--- src/hdl/fpu_int_macros.svh ---
// Fixed binary32 layout and XLEN 32 limits used by every block
// Flag positions follow the RISC-V fflags CSR order
`ifndef FPU_INT_MACROS_SVH
`define FPU_INT_MACROS_SVH

`define FPU_INT_XLEN      32
`define FPU_INT_EXP_BITS  8
`define FPU_INT_MANT_BITS 23
`define FPU_INT_BIAS      127
`define FPU_INT_CNT_BITS  6

`define FPU_INT_NV 4
`define FPU_INT_DZ 3
`define FPU_INT_OF 2
`define FPU_INT_UF 1
`define FPU_INT_NX 0

`define FPU_INT_INT_MAX  32'h7fff_ffff
`define FPU_INT_INT_MIN  32'h8000_0000
`define FPU_INT_UINT_MAX 32'hffff_ffff

`endif

--- src/hdl/fpu_fmt_pkg.sv ---
// Plain binary32 field types, no recoded format anywhere
`default_nettype none

`include "fpu_int_macros.svh"

package fpu_fmt_pkg;

  // Whole operand
  typedef logic [`FPU_INT_XLEN-1:0] fp_word_t;

  // Biased exponent and stored fraction
  typedef logic [`FPU_INT_EXP_BITS-1:0] fp_exp_t;
  typedef logic [`FPU_INT_MANT_BITS-1:0] fp_mant_t;

  // Integer writeback word
  typedef logic [`FPU_INT_XLEN-1:0] int_word_t;

  // FCLASS mask, bit 0 is negative infinity, bit 9 is quiet NaN
  typedef logic [9:0] fclass_t;

  // Remaining right-shift steps of a conversion
  typedef logic [`FPU_INT_CNT_BITS-1:0] shift_cnt_t;

endpackage

`default_nettype wire

--- src/hdl/fpu_int_op_pkg.sv ---
// Operation, rounding mode and control encodings
// frm_e uses the RISC-V frm values, dynamic rounding is not decoded
`default_nettype none

package fpu_int_op_pkg;

  typedef enum logic [2:0] {
    FEQ     = 3'd0,
    FLT     = 3'd1,
    FLE     = 3'd2,
    FCVT_W  = 3'd3,
    FCVT_WU = 3'd4,
    FCLASS  = 3'd5,
    FMV     = 3'd6
  } fpu_int_op_e;

  typedef enum logic [2:0] {
    RNE = 3'd0,
    RTZ = 3'd1,
    RDN = 3'd2,
    RUP = 3'd3,
    RMM = 3'd4
  } frm_e;

  typedef enum logic [1:0] {
    IDLE,
    SHIFT,
    ROUND,
    DONE
  } ctrl_state_e;

  // NV DZ OF UF NX
  typedef logic [4:0] fflags_t;

endpackage

`default_nettype wire

--- src/hdl/fpu_int_classify.sv ---
// FCLASS.S decode, purely combinational
`timescale 1ns/10ps
`default_nettype none

`include "fpu_int_macros.svh"

module fpu_int_classify (
  input  fpu_fmt_pkg::fp_word_t rs1_i,
  output fpu_fmt_pkg::fclass_t  class_o
);

  logic                  sign;
  fpu_fmt_pkg::fp_exp_t  exp_f;
  fpu_fmt_pkg::fp_mant_t mant_f;
  logic                  exp_zero;
  logic                  exp_ones;
  logic                  mant_zero;

  assign sign   = rs1_i[`FPU_INT_XLEN-1];
  assign exp_f  = rs1_i[`FPU_INT_MANT_BITS +: `FPU_INT_EXP_BITS];
  assign mant_f = rs1_i[`FPU_INT_MANT_BITS-1:0];

  assign exp_zero  = (exp_f == '0);
  assign exp_ones  = (exp_f == '1);
  assign mant_zero = (mant_f == '0);

  always_comb begin
    class_o    = '0;
    class_o[0] = sign & exp_ones & mant_zero;
    class_o[1] = sign & !exp_zero & !exp_ones;
    class_o[2] = sign & exp_zero & !mant_zero;
    class_o[3] = sign & exp_zero & mant_zero;
    class_o[4] = !sign & exp_zero & mant_zero;
    class_o[5] = !sign & exp_zero & !mant_zero;
    class_o[6] = !sign & !exp_zero & !exp_ones;
    class_o[7] = !sign & exp_ones & mant_zero;
    // Quiet bit is the top fraction bit
    class_o[8] = exp_ones & !mant_zero & !mant_f[`FPU_INT_MANT_BITS-1];
    class_o[9] = exp_ones & mant_f[`FPU_INT_MANT_BITS-1];
  end

endmodule

`default_nettype wire

--- src/hdl/fpu_int_compare.sv ---
// FEQ quiet and FLT/FLE signaling compare on raw binary32 bits
// Result is 0 for any NaN, invalid is 0 for non-compare ops
`timescale 1ns/10ps
`default_nettype none

`include "fpu_int_macros.svh"

module fpu_int_compare (
  input  fpu_fmt_pkg::fp_word_t       rs1_i,
  input  fpu_fmt_pkg::fp_word_t       rs2_i,
  input  fpu_int_op_pkg::fpu_int_op_e op_i,
  output logic                        result_o,
  output logic                        invalid_o
);

  localparam int MAG_BITS = `FPU_INT_XLEN - 1;

  logic                a_nan, b_nan;
  logic                a_snan, b_snan;
  logic [MAG_BITS-1:0] a_mag, b_mag;
  logic                a_sign, b_sign;
  logic                both_zero;
  logic                eq, lt;

  assign a_sign = rs1_i[MAG_BITS];
  assign b_sign = rs2_i[MAG_BITS];
  assign a_mag  = rs1_i[MAG_BITS-1:0];
  assign b_mag  = rs2_i[MAG_BITS-1:0];

  assign a_nan  = (a_mag[MAG_BITS-1 -: `FPU_INT_EXP_BITS] == '1) &&
                  (a_mag[`FPU_INT_MANT_BITS-1:0] != '0);
  assign b_nan  = (b_mag[MAG_BITS-1 -: `FPU_INT_EXP_BITS] == '1) &&
                  (b_mag[`FPU_INT_MANT_BITS-1:0] != '0);
  assign a_snan = a_nan & !a_mag[`FPU_INT_MANT_BITS-1];
  assign b_snan = b_nan & !b_mag[`FPU_INT_MANT_BITS-1];

  // +0 and -0 compare equal
  assign both_zero = (a_mag == '0) && (b_mag == '0);
  assign eq = both_zero || (rs1_i == rs2_i);

  always_comb begin
    if (a_sign != b_sign) begin
      lt = a_sign & !both_zero;
    end else if (a_sign) begin
      lt = (a_mag > b_mag);
    end else begin
      lt = (a_mag < b_mag);
    end
  end

  always_comb begin
    result_o  = 1'b0;
    invalid_o = 1'b0;
    case (op_i)
      fpu_int_op_pkg::FEQ: begin
        result_o  = !(a_nan | b_nan) & eq;
        invalid_o = a_snan | b_snan;
      end
      fpu_int_op_pkg::FLT: begin
        result_o  = !(a_nan | b_nan) & lt;
        invalid_o = a_nan | b_nan;
      end
      fpu_int_op_pkg::FLE: begin
        result_o  = !(a_nan | b_nan) & (lt | eq);
        invalid_o = a_nan | b_nan;
      end
      default: ;
    endcase
  end

endmodule

`default_nettype wire

--- src/hdl/fpu_int_ctrl.sv ---
// Sequencer, start is only seen in IDLE
// Convert loads in the start cycle, shifts until the counter empties
`timescale 1ns/10ps
`default_nettype none

module fpu_int_ctrl (
  input  logic                        clk_i,
  input  logic                        rst_n_i,
  input  logic                        start_i,
  input  fpu_int_op_pkg::fpu_int_op_e op_i,
  input  logic                        cnt_zero_i,
  output logic                        busy_o,
  output logic                        cnt_load_o,
  output logic                        f2i_load_o,
  output logic                        shift_o,
  output logic                        round_o,
  output logic                        result_we_o
);

  fpu_int_op_pkg::ctrl_state_e state_q, state_n;
  logic is_cvt;

  assign is_cvt = (op_i == fpu_int_op_pkg::FCVT_W) || (op_i == fpu_int_op_pkg::FCVT_WU);

  always_ff @(posedge clk_i or negedge rst_n_i) begin
    if (!rst_n_i) begin
      state_q <= fpu_int_op_pkg::IDLE;
    end else begin
      state_q <= state_n;
    end
  end

  always_comb begin
    state_n     = state_q;
    cnt_load_o  = 1'b0;
    shift_o     = 1'b0;
    round_o     = 1'b0;
    result_we_o = 1'b0;
    case (state_q)
      fpu_int_op_pkg::IDLE: begin
        if (start_i) begin
          cnt_load_o = is_cvt;
          state_n    = is_cvt ? fpu_int_op_pkg::SHIFT : fpu_int_op_pkg::DONE;
        end
      end
      fpu_int_op_pkg::SHIFT: begin
        shift_o = !cnt_zero_i;
        if (cnt_zero_i) begin
          state_n = fpu_int_op_pkg::ROUND;
        end
      end
      fpu_int_op_pkg::ROUND: begin
        round_o = 1'b1;
        state_n = fpu_int_op_pkg::DONE;
      end
      default: begin
        result_we_o = 1'b1;
        state_n     = fpu_int_op_pkg::IDLE;
      end
    endcase
  end

  // Counter and converter load together
  assign f2i_load_o = cnt_load_o;
  assign busy_o     = (state_q != fpu_int_op_pkg::IDLE);

endmodule

`default_nettype wire

--- src/hdl/fpu_int_f2i.sv ---
// Serial float to int, one bit per shift, magnitudes of 2^31 and up saturate
// Hidden bit loads at weight 2^30, so at most 32 shift steps
`timescale 1ns/10ps
`default_nettype none

`include "fpu_int_macros.svh"

module fpu_int_f2i (
  input  logic                      clk_i,
  input  logic                      rst_n_i,
  input  logic                      load_i,
  input  logic                      shift_i,
  input  logic                      round_i,
  input  fpu_fmt_pkg::fp_word_t     rs1_i,
  input  fpu_int_op_pkg::frm_e      rm_i,
  input  logic                      signed_i,
  output fpu_fmt_pkg::shift_cnt_t   count_o,
  output fpu_fmt_pkg::int_word_t    result_o,
  output fpu_int_op_pkg::fflags_t   fflags_o
);

  localparam int XL = `FPU_INT_XLEN;
  // Biased exponent where the hidden bit already sits at 2^30
  localparam int EXP_TOP = `FPU_INT_BIAS + XL - 2;

  fpu_fmt_pkg::fp_exp_t  exp_f;
  logic [7:0]            diff;
  logic [XL+1:0]         sig_q;
  logic                  sticky_q, sign_q, nan_q, big_q, ge_one_q;
  logic                  lsb, guard, sticky, inc, oor;
  logic [XL:0]           mag;
  fpu_fmt_pkg::int_word_t res_n;
  fpu_int_op_pkg::fflags_t flags_n;

  assign exp_f = rs1_i[`FPU_INT_MANT_BITS +: `FPU_INT_EXP_BITS];
  assign diff  = 8'(EXP_TOP) - exp_f;

  always_comb begin
    if (exp_f >= EXP_TOP) begin
      count_o = '0;
    end else if (diff > 8'd32) begin
      count_o = 6'd32;
    end else begin
      count_o = diff[`FPU_INT_CNT_BITS-1:0];
    end
  end

  // Control and flag state
  always_ff @(posedge clk_i or negedge rst_n_i) begin
    if (!rst_n_i) begin
      sticky_q <= 1'b0;
      sign_q   <= 1'b0;
      nan_q    <= 1'b0;
      big_q    <= 1'b0;
      ge_one_q <= 1'b0;
      fflags_o <= '0;
    end else if (load_i) begin
      sticky_q <= 1'b0;
      sign_q   <= rs1_i[XL-1];
      nan_q    <= (exp_f == '1) && (rs1_i[`FPU_INT_MANT_BITS-1:0] != '0);
      // Infinity lands here too
      big_q    <= (exp_f > EXP_TOP);
      ge_one_q <= (exp_f >= `FPU_INT_BIAS);
    end else if (shift_i) begin
      sticky_q <= sticky_q | sig_q[0];
    end else if (round_i) begin
      fflags_o <= flags_n;
    end
  end

  always_ff @(posedge clk_i) begin
    if (load_i) begin
      sig_q <= {1'b0, (exp_f != '0), rs1_i[`FPU_INT_MANT_BITS-1:0], 9'b0};
    end else if (shift_i) begin
      sig_q <= {1'b0, sig_q[XL+1:1]};
    end
    if (round_i) begin
      result_o <= res_n;
    end
  end

  assign lsb    = sig_q[2];
  assign guard  = sig_q[1];
  assign sticky = sig_q[0] | sticky_q;

  always_comb begin
    case (rm_i)
      fpu_int_op_pkg::RNE: inc = guard & (sticky | lsb);
      fpu_int_op_pkg::RDN: inc = sign_q & (guard | sticky);
      fpu_int_op_pkg::RUP: inc = !sign_q & (guard | sticky);
      fpu_int_op_pkg::RMM: inc = guard;
      default:             inc = 1'b0;
    endcase
  end

  assign mag = {1'b0, sig_q[XL+1:2]} + (XL+1)'(inc);

  always_comb begin
    if (nan_q || big_q) begin
      oor = 1'b1;
    end else if (signed_i) begin
      // -2^31 still fits
      oor = sign_q ? (mag > {1'b0, `FPU_INT_INT_MIN}) : (mag > {1'b0, `FPU_INT_INT_MAX});
    end else begin
      // Negative input that rounds to zero is fine
      oor = sign_q & (ge_one_q | (mag != '0));
    end

    if (!oor) begin
      res_n = sign_q ? (~mag[XL-1:0] + 1'b1) : mag[XL-1:0];
    end else if (nan_q || !sign_q) begin
      res_n = signed_i ? `FPU_INT_INT_MAX : `FPU_INT_UINT_MAX;
    end else begin
      res_n = signed_i ? `FPU_INT_INT_MIN : '0;
    end

    flags_n = '0;
    flags_n[`FPU_INT_NV] = oor;
    flags_n[`FPU_INT_NX] = !oor & (guard | sticky);
  end

endmodule

`default_nettype wire

--- src/hdl/fpu_int_step_counter.sv ---
// Shift step counter, load wins over step, holds at zero
`timescale 1ns/10ps
`default_nettype none

module fpu_int_step_counter (
  input  logic                      clk_i,
  input  logic                      rst_n_i,
  input  logic                      load_i,
  input  fpu_fmt_pkg::shift_cnt_t   count_i,
  input  logic                      step_i,
  output logic                      zero_o
);

  fpu_fmt_pkg::shift_cnt_t cnt_q;

  always_ff @(posedge clk_i or negedge rst_n_i) begin
    if (!rst_n_i) begin
      cnt_q <= '0;
    end else if (load_i) begin
      cnt_q <= count_i;
    end else if (step_i && (cnt_q != '0)) begin
      cnt_q <= cnt_q - 1'b1;
    end
  end

  assign zero_o = (cnt_q == '0);

endmodule

`default_nettype wire

--- src/hdl/fpu_int_top.sv ---
// Integer writeback FPU, strobe interface without back-pressure
// Result and flags hold from done until the next accepted start
`timescale 1ns/10ps
`default_nettype none

`include "fpu_int_macros.svh"

module fpu_int_top (
  input  logic                        clk_i,
  input  logic                        rst_n_i,
  input  logic                        start_i,
  input  fpu_int_op_pkg::fpu_int_op_e op_i,
  input  fpu_int_op_pkg::frm_e        rm_i,
  input  fpu_fmt_pkg::fp_word_t       rs1_i,
  input  fpu_fmt_pkg::fp_word_t       rs2_i,
  output logic                        busy_o,
  output logic                        done_o,
  output fpu_fmt_pkg::int_word_t      result_o,
  output fpu_int_op_pkg::fflags_t     fflags_o
);

  fpu_int_op_pkg::fpu_int_op_e op_q;
  fpu_int_op_pkg::frm_e        rm_q;
  fpu_fmt_pkg::fp_word_t       rs1_q, rs2_q;
  fpu_fmt_pkg::shift_cnt_t     f2i_count;
  fpu_fmt_pkg::int_word_t      f2i_result, result_n;
  fpu_int_op_pkg::fflags_t     f2i_fflags, fflags_n;
  fpu_fmt_pkg::fclass_t        class_mask;
  logic cnt_load, f2i_load, shift_en, round_en, result_we, cnt_zero;
  logic cmp_result, cmp_invalid;

  always_ff @(posedge clk_i) begin
    if (start_i && !busy_o) begin
      op_q  <= op_i;
      rm_q  <= rm_i;
      rs1_q <= rs1_i;
      rs2_q <= rs2_i;
    end
  end

  fpu_int_ctrl ctrl_i (
    .clk_i, .rst_n_i, .start_i, .op_i,
    .cnt_zero_i  (cnt_zero),
    .busy_o,
    .cnt_load_o  (cnt_load),
    .f2i_load_o  (f2i_load),
    .shift_o     (shift_en),
    .round_o     (round_en),
    .result_we_o (result_we)
  );

  fpu_int_step_counter cnt_i (
    .clk_i, .rst_n_i,
    .load_i  (cnt_load),
    .count_i (f2i_count),
    .step_i  (shift_en),
    .zero_o  (cnt_zero)
  );

  // Loads from the live operand in the start cycle
  fpu_int_f2i f2i_i (
    .clk_i, .rst_n_i,
    .load_i   (f2i_load),
    .shift_i  (shift_en),
    .round_i  (round_en),
    .rs1_i    (rs1_i),
    .rm_i     (rm_q),
    .signed_i (op_q == fpu_int_op_pkg::FCVT_W),
    .count_o  (f2i_count),
    .result_o (f2i_result),
    .fflags_o (f2i_fflags)
  );

  fpu_int_compare cmp_i (
    .rs1_i (rs1_q), .rs2_i (rs2_q), .op_i (op_q),
    .result_o (cmp_result), .invalid_o (cmp_invalid)
  );

  fpu_int_classify cls_i (.rs1_i (rs1_q), .class_o (class_mask));

  always_comb begin
    result_n = rs1_q;
    fflags_n = '0;
    case (op_q)
      fpu_int_op_pkg::FEQ, fpu_int_op_pkg::FLT, fpu_int_op_pkg::FLE: begin
        result_n = {{(`FPU_INT_XLEN-1){1'b0}}, cmp_result};
        fflags_n[`FPU_INT_NV] = cmp_invalid;
      end
      fpu_int_op_pkg::FCVT_W, fpu_int_op_pkg::FCVT_WU: begin
        result_n = f2i_result;
        fflags_n = f2i_fflags;
      end
      fpu_int_op_pkg::FCLASS: result_n = {{(`FPU_INT_XLEN-10){1'b0}}, class_mask};
      default: ;
    endcase
  end

  always_ff @(posedge clk_i or negedge rst_n_i) begin
    if (!rst_n_i) begin
      done_o   <= 1'b0;
      result_o <= '0;
      fflags_o <= '0;
    end else begin
      done_o <= result_we;
      if (result_we) begin
        result_o <= result_n;
        fflags_o <= fflags_n;
      end
    end
  end

endmodule

`default_nettype wire
--- config.mk ---
export PLATFORM = sky130hd
export DESIGN_NAME = fpu_int_top
export DESIGN_NICKNAME = d
export VERILOG_FILES = /design/src/hdl/fpu_fmt_pkg.sv /design/src/hdl/fpu_int_op_pkg.sv /design/src/hdl/fpu_int_classify.sv /design/src/hdl/fpu_int_compare.sv /design/src/hdl/fpu_int_ctrl.sv /design/src/hdl/fpu_int_f2i.sv /design/src/hdl/fpu_int_step_counter.sv /design/src/hdl/fpu_int_top.sv
export VERILOG_INCLUDE_DIRS = /design/src /design/src/hdl
export SDC_FILE = /design/constraint.sdc
export NUM_CORES = 1
export LEC_CHECK = 0
export BUFFER_PORTS_ARGS = -buffer_cell sky130_fd_sc_hd__buf_4
export CAP_MARGIN = 30
export CORE_MARGIN = 2
export CORE_UTILIZATION = 54
export CTS_CLUSTER_SIZE = 20
export DETAILED_ROUTE_END_ITERATION = 6
export PLACE_DENSITY = 0.75
export SKIP_CTS_REPAIR_TIMING = 1
export SKIP_LAST_GASP = 1
export SLEW_MARGIN = 0
export SYNTH_ARGS = -nofsm -noshare
export SYNTH_HDL_FRONTEND = slang
export SYNTH_HIERARCHICAL = 1
export SYNTH_SLANG_ARGS = --single-unit
export TNS_END_PERCENT = 20
--- constraint.sdc ---
create_clock -name clk_i -period 4.6 [get_ports clk_i]
set_clock_uncertainty 0.05 [all_clocks]
set_input_delay 0.92 -clock clk_i [delete_from_list [all_inputs] [get_ports clk_i]]
set_output_delay 0.92 -clock clk_i [all_outputs]
set_load 0.01 [all_outputs]
==> results_dict.tcl, run 1 <==
set metrics [dict create \
    ir_drop_uv 486 \
    fmax_mhz 223 \
    synth_area_mm2 0.0114 \
    power_density_mw_per_mm2 624 \
    syn_area_per_cell_um2 9.81 \
    antenna_found_initial 0 \
    vias 9696 \
    rsz0062_at_grt "yes" \
    synth-edff-count 126 \
    via_per_inst 6.30 \
    fin_nets 1369 \
    yosys_warnings 6 \
    area_growth_pct 15.1 \
    die_w_um 150 \
    path_class "reg2reg" \
    synth_seq_cells 188 \
    rr_startpoint "rm_q[0]$_DFFE_PP_" \
    grt_start_max_net_pins 71 \
    dieHeight_um 150 \
    rows 53 \
    hold_violations 0 \
    antenna_cells 0 \
    fin_util 0.630 \
    track_usage 0.295 \
    worst_pin_slew_ns 0.948 \
    ff2ff_path_depth 19 \
    whs_endpoint "fflags_o[3]$_DFFE_PN0P_" \
    worstHoldPathType "reg2reg" \
    netlist.area_leader.share 0.331 \
    gr-total-overflow 0 \
    min-delay-start "fflags_o[3]$_DFFE_PN0P_" \
    insertion_delay_ns 0.44 \
    cts-buffers-inserted 17 \
    setup_viol 0 \
    rr_endpoint "f2i_i/result_o[2]$_DFFE_PP_" \
    grt_pass1_wl_mm 50.3 \
    htree_levels 4 \
    status "complete, no violations" \
    fp.dieArea_mm2 0.0224 \
    worstSetupEndpointType "register" \
    fin_cells 1540 \
    seq_area_mm2 0.00529 \
    port-buffer-count 111 \
    cap_violations 0 \
    ys_top_cells_by_area "edfxtp_1, dfrtp_1, ha_1" \
    leakage_nw 5.07 \
    cts_tree "yes" \
    max-slew-margin-rel 0.368 \
    seq_area_frac_synth 0.463 \
    avgRoutedWirePerCell_um 21.2 \
    numClockSinks 188 \
    wirelength_mm 32.6 \
    first_pass_iters 5 \
    synthFlopType "edfxtp_1" \
    yosys.area.top_type "edfxtp_1" \
    path_cells "xor2_1 > nand3b_1 > o31ai_1 > nand2_1 > o21ai_2 > ha_2 > ha_4 > inv_1 > ha_2 > or4b_4 > o31ai_2 > and2b_1 > and4bb_2 > nor3b_4 > or4b_4 > o21a_4 > buf_4 > o21a_1 > o21ai_2" \
    place_inst 1505 \
    slowest_stage "or4b_4" \
    multi_input_area_mm2 0.00568 \
    drive_gt1_frac 0.186 \
    dpl.hpwl_mm 23.9 \
    cpPeakStageDelay_ns 0.53 \
    path_max_fanout 8 \
    startpoint_type "register" \
    clkTransAtPathRegs_ns 0.07 \
    core_mm2 0.0209 \
    drc 0 \
    drtIter0Drc 1200 \
    drtAntennaViolNets 0 \
    min_path_cells 1 \
    finalCriticalPeriod_ns 4.49 \
    boundaryPins 112 \
    grt_pass1_vias 8879 \
    arrival_ns 4.72 \
    total_power_w 0.00821 \
    fin_crit_sh 0.975 \
    clk_root_buffer_cell "clkbuf_16" \
    worstPathRequired_ns 4.83 \
    async_reset_ff_frac 0.282 \
    start_util 0.547 \
    syn_inst 1166 \
    routabilityCongestion 0.937 \
    report.final.slew_viol_count 0 \
    cts_buffer_depth 2 \
    ys_types 90 \
    fillers 1727 \
    r2r_slack_ns 0.11 \
    final.setup.tns_ns 0 \
]
## metal layers
| layer | part of all wire | track usage | wire, um |
|---|---|---|---|
| met4 | 0.029 | 0.0957 | 943 |
| met1 | 0.43 | 0.434 | 14100 |
| met3 | 0.10 | 0.0564 | 3260 |
| met5 | 0 | 0 | 0 |
| met2 | 0.44 | 0.441 | 14300 |
## worst max path at each step
stage,from,end,slack [ns],cells past startpoint
global route,rm_q[0]$_DFFE_PP_,f2i_i/result_o[6]$_DFFE_PP_,-0.05,19
global placement,rm_q[0]$_DFFE_PP_,f2i_i/result_o[12]$_DFFE_PP_,0.13,19
detailed placement,rm_q[0]$_DFFE_PP_,f2i_i/result_o[2]$_DFFE_PP_,-0.11,19
CTS,rm_q[0]$_DFFE_PP_,f2i_i/result_o[2]$_DFFE_PP_,-0.12,19
finish,rm_q[0]$_DFFE_PP_,f2i_i/result_o[2]$_DFFE_PP_,0.11,19
floorplan,f2i_i/sign_q$_DFFE_PN0P_,f2i_i/result_o[0]$_DFFE_PP_,0.04,21
## registers in the layout (all words and copies together), names as in the netlist, 2 cells and up
register        count
f2i_i/sig_q        33
f2i_i/result_o     32
result_o           32
rs1_q              32
rs2_q              32
cnt_i/cnt_q         6
fflags_o            5
op_q                3
rm_q                3
ctrl_i/state_q      2
f2i_i/fflags_o      2
## kinds of logic after synthesis
family	synth area share
AOI/OAI and AO/OA	0.180
other	0.000328
DFF	0.463
xor gates and xnor gates	0.0283
and+or+nand+nor	0.206
buffers and inverters	0.0531
adders and majority gates	0.0481
muxes	0.0217
## layout make-up
cell class                 count  area share
clock inverter                14      0.0105
multi-input combinational    849       0.431
clock buffer                  18      0.0326
tap                          275      0.0262
sequential                   188       0.402
timing repair buffer         140      0.0813
inverter                      56      0.0160
## worst max-delay path: cells and delay by family (launching register included)
family	cells	cell delay, ns
adders and majority gates	3	0.63
AOI/OAI and AO/OA	6	0.91
and+or+nand+nor	7	1.93
xor gates and xnor gates	1	0.15
buffers and inverters	2	0.25
DFF	1	0.40
## Yosys cell counts, drive strengths merged, types with 24 or more instances
master / count
a21oi: 74
a22o: 24
a31oi: 38
and3: 25
buf: 37
clkbuf: 39
dfrtp: 53
edfxtp: 126
ha: 44
inv: 56
nand2: 76
nand3: 34
nand4: 25
nor2: 105
nor2b: 27
nor4: 44
o21ai: 84
## power by group
part | internal (W) | switching, W | total, W
Sequential | 0.00264 | 0.000725 | 0.00336
Clock | 0.000760 | 0.000691 | 0.00145
Combinational | 0.00145 | 0.00195 | 0.00339
## cell usage in the layout (no fill, tap or decap), types with 7 or more instances in the layout
cell type and instances:
xor2_1 16, nor2b_1 24, ha_1 40, a21o_1 14
buf_4 137, inv_1 56, nor4_1 32, a211oi_1 7
dfrtp_1 53, nand3_1 33, nor2_1 104, nand2_1 76
nor4_2 7, o21ai_1 23, o211ai_1 7, clkbuf_16 17
and4_1 7, a21oi_1 72, a31oi_1 38, dfxtp_1 9
xnor2_1 21, a22o_1 24, edfxtp_1 126, and3_1 25
nand4_1 24, nor3_1 19, o21a_1 19, mux2i_1 12
o21ai_0 57, mux2_2 10, and2_1 9
## through the flow
step | hold WS (ns) | area [um^2] | setup WS [ns]
2_1_floorplan | 0.398 | 11400 | 0.0376
3_3_place_gp | 0.419 | 12400 | 0.129
3_5_place_dp | 0.427 | 12500 | -0.110
4_1_cts | 0.446 | 13000 | -0.124
5_1_grt | 0.451 | 13200 | -0.0536
6_report | 0.439 | 13200 | 0.114
(Power assumes the default switching activity.)
==> run 2: changes to the inputs <==
--- a/config.mk
+++ b/config.mk
@@ -8,11 +8,13 @@
 export LEC_CHECK = 0
 export BUFFER_PORTS_ARGS = -buffer_cell sky130_fd_sc_hd__buf_4
 export CAP_MARGIN = 30
+export CELL_PAD_IN_SITES_DETAIL_PLACEMENT = 0
+export CELL_PAD_IN_SITES_GLOBAL_PLACEMENT = 1
 export CORE_MARGIN = 2
-export CORE_UTILIZATION = 54
+export CORE_UTILIZATION = 47
 export CTS_CLUSTER_SIZE = 20
 export DETAILED_ROUTE_END_ITERATION = 6
-export PLACE_DENSITY = 0.75
+export PLACE_DENSITY = 0.79
 export SKIP_CTS_REPAIR_TIMING = 1
 export SKIP_LAST_GASP = 1
 export SLEW_MARGIN = 0
==> constraint.sdc (replaced) <==
create_clock -name clk_i -period 4.5 [get_ports clk_i]
set_clock_uncertainty 0.05 [all_clocks]
set_input_delay 0.9 -clock clk_i [delete_from_list [all_inputs] [get_ports clk_i]]
set_output_delay 0.9 -clock clk_i [all_outputs]
set_load 0.01 [all_outputs]
==> run 2 against run 1 <==
Effect of this change: hold slack worse by 0.0031 ns; critical path depth decreased by 1; via count fell by 1.3%; first-iteration DRC count fell by 33%; utilization shrank 7.5 points; cell area is 1.6% higher; combinational power increased by 6.8%; cell count is 4.7% higher; largest cell class unchanged; largest power group unchanged; highest routed layer unchanged.
==> results_dict.tcl, run 2 (synthesis results as in run 1) <==
set metrics [dict create \
    worstSetupEndpointType "register" \
    fmax_mhz 232 \
    grt_pass1_vias 8840 \
    clkTransAtPathRegs_ns 0.08 \
    leakage_nw 5.18 \
    pwr-share-clk 0.172 \
    r2r_slack_ns 0.19 \
    rr_endpoint "f2i_i/result_o[31]$_DFFE_PP_" \
    arrival_ns 4.53 \
    startpoint_type "register" \
    first_pass_iters 7 \
    core_mm2 0.0241 \
    detailed_place.area_mm2 0.0127 \
    routabilityCongestion 0.912 \
    hold_violations 0 \
    rsz0062_at_grt "no" \
    crit_cells 18 \
    avgRoutedWirePerCell_um 20.7 \
    layout_common_cells "buf_4, edfxtp_1, nor2_1, nand2_1, a21oi_1" \
    largest_reg_flops 33 \
    cts_tree "yes" \
    largest-register "f2i_i/sig_q" \
    ff2ff_path_depth 18 \
    seqPwrFrac 0.403 \
    boundaryPins 112 \
    wirelength_mm 33.4 \
    area_growth_pct 16.9 \
    drive_gt1_frac 0.199 \
    rows 57 \
    grt_pass1_wl_mm 51.4 \
    drtIter0Drc 802 \
    report.final.slew_viol_count 0 \
    gr-total-overflow 0 \
    rr_startpoint "rm_q[0]$_DFFE_PP_" \
    fin_nets 1392 \
    seq_area_mm2 0.00529 \
    cts-buffers-inserted 17 \
    dpl.hpwl_mm 25.1 \
    p_switching_w 0.00350 \
    grt_start_max_net_pins 61 \
    track_usage 0.261 \
    internal-power_w 0.00500 \
    worst_pin_slew_ns 0.844 \
    status "complete, no violations" \
    insertion_delay_ns 0.43 \
    drtAntennaViolNets 0 \
    fin_util 0.554 \
    setup_viol 0 \
    sw_frac_of_total 0.412 \
    vias 9567 \
    start_util 0.474 \
    via_per_inst 5.93 \
    whs_endpoint "fflags_o[2]$_DFFE_PN0P_" \
    numClockSinks 188 \
    path_max_fanout 6 \
    cap_violations 0 \
    slowest_stage "or4b_4" \
    worstHoldPathType "reg2reg" \
    finalCriticalPeriod_ns 4.31 \
    fp.dieArea_mm2 0.0256 \
    final_area_mm2 0.0134 \
    cpPeakStageDelay_ns 0.53 \
    path_cells "xor2_1 > nand3b_1 > o31ai_1 > nand2_1 > o21ai_0 > ha_2 > ha_4 > inv_2 > ha_2 > or4b_4 > o31ai_2 > and2b_1 > and4bb_2 > nor3b_4 > or4b_4 > o21a_4 > mux2_4 > a211oi_2" \
    drc 0 \
    min_path_cells 1 \
    worstPathRequired_ns 4.72 \
    max-slew-margin-rel 0.437 \
    port-buffer-count 111 \
    p_comb_frac 0.426 \
    fin_cells 1612 \
    dieHeight_um 160 \
    die_w_um 160 \
    htree_levels 4 \
    min-delay-start "fflags_o[2]$_DFFE_PN0P_" \
    antenna_cells 0 \
    multi_input_area_mm2 0.00566 \
    antenna_found_initial 0 \
    place_inst 1578 \
    path_class "reg2reg" \
    cts_buffer_depth 2 \
    clk_root_buffer_cell "clkbuf_16" \
    power_density_mw_per_mm2 636 \
    fillers 2224 \
    final.setup.tns_ns 0 \
    final_common_cell "buf_4" \
    cp_top_family "simple AND/OR/NAND/NOR gates" \
    ir_drop_uv 479 \
    path_buf_inv 1 \
    fin_crit_sh 0.959 \
]
==> run 2: changes by cell type in the layout (fill, tap and decap cells not counted), moves of 2 or more <==
| cell | change |
|---|---|
| o21ai_0 | -2 |
| o21ai_1 | +3 |
| buf_4 | +24 |
| inv_8 | +2 |
| buf_8 | -2 |
==> run 2: cell type report <==
type / count / area share
well taps: 324 / 0.0303
inverters: 56 / 0.0157
clock buffers: 18 / 0.0321
multi-input cells: 849 / 0.423
flip-flops and latches: 188 / 0.396
clock inverters: 14 / 0.00946
repair buffers: 163 / 0.0933
==> run 2: how the worst max path moves through the flow <==
stage | from | to | slack, ns
final | rm_q[0]$_DFFE_PP_ | f2i_i/result_o[31]$_DFFE_PP_ | 0.19
after global routing | rm_q[0]$_DFFE_PP_ | f2i_i/result_o[23]$_DFFE_PP_ | 0.01
after CTS | rm_q[0]$_DFFE_PP_ | f2i_i/result_o[4]$_DFFE_PP_ | -0.05
after detailed placement | rm_q[0]$_DFFE_PP_ | f2i_i/result_o[4]$_DFFE_PP_ | -0.01
after global placement | rm_q[2]$_DFFE_PP_ | f2i_i/result_o[31]$_DFFE_PP_ | 0.12
after floorplan | f2i_i/sign_q$_DFFE_PN0P_ | f2i_i/result_o[1]$_DFFE_PP_ | 0.006
==> run 2: through the flow <==
step	hold slack [ns]	total power (W)	setup slack (ns)
global placement	0.421	0.00685	0.122
finish	0.436	0.00850	0.186
CTS	0.444	0.00838	-0.0533
global route	0.483	0.00904	0.0110
floorplan	0.398	0.00557	0.00638
detailed placement	0.424	0.00691	-0.0116
==> run 2: per-layer routing <==
metal,part of all wire,global-route usage
met5,0,0
met3,0.076,0.0517
met2,0.43,0.385
met4,0.031,0.0921
met1,0.46,0.382
==> run 2: power by group through the flow <==
stage | Combinational, W | Clock, W | Sequential (W)
CTS | 0.00350 | 0.00148 | 0.00340
finish | 0.00362 | 0.00146 | 0.00342
floorplan | 0.00243 | 0 | 0.00314
global route | 0.00401 | 0.00155 | 0.00349
detailed placement | 0.00347 | 0 | 0.00344
global placement | 0.00342 | 0 | 0.00343
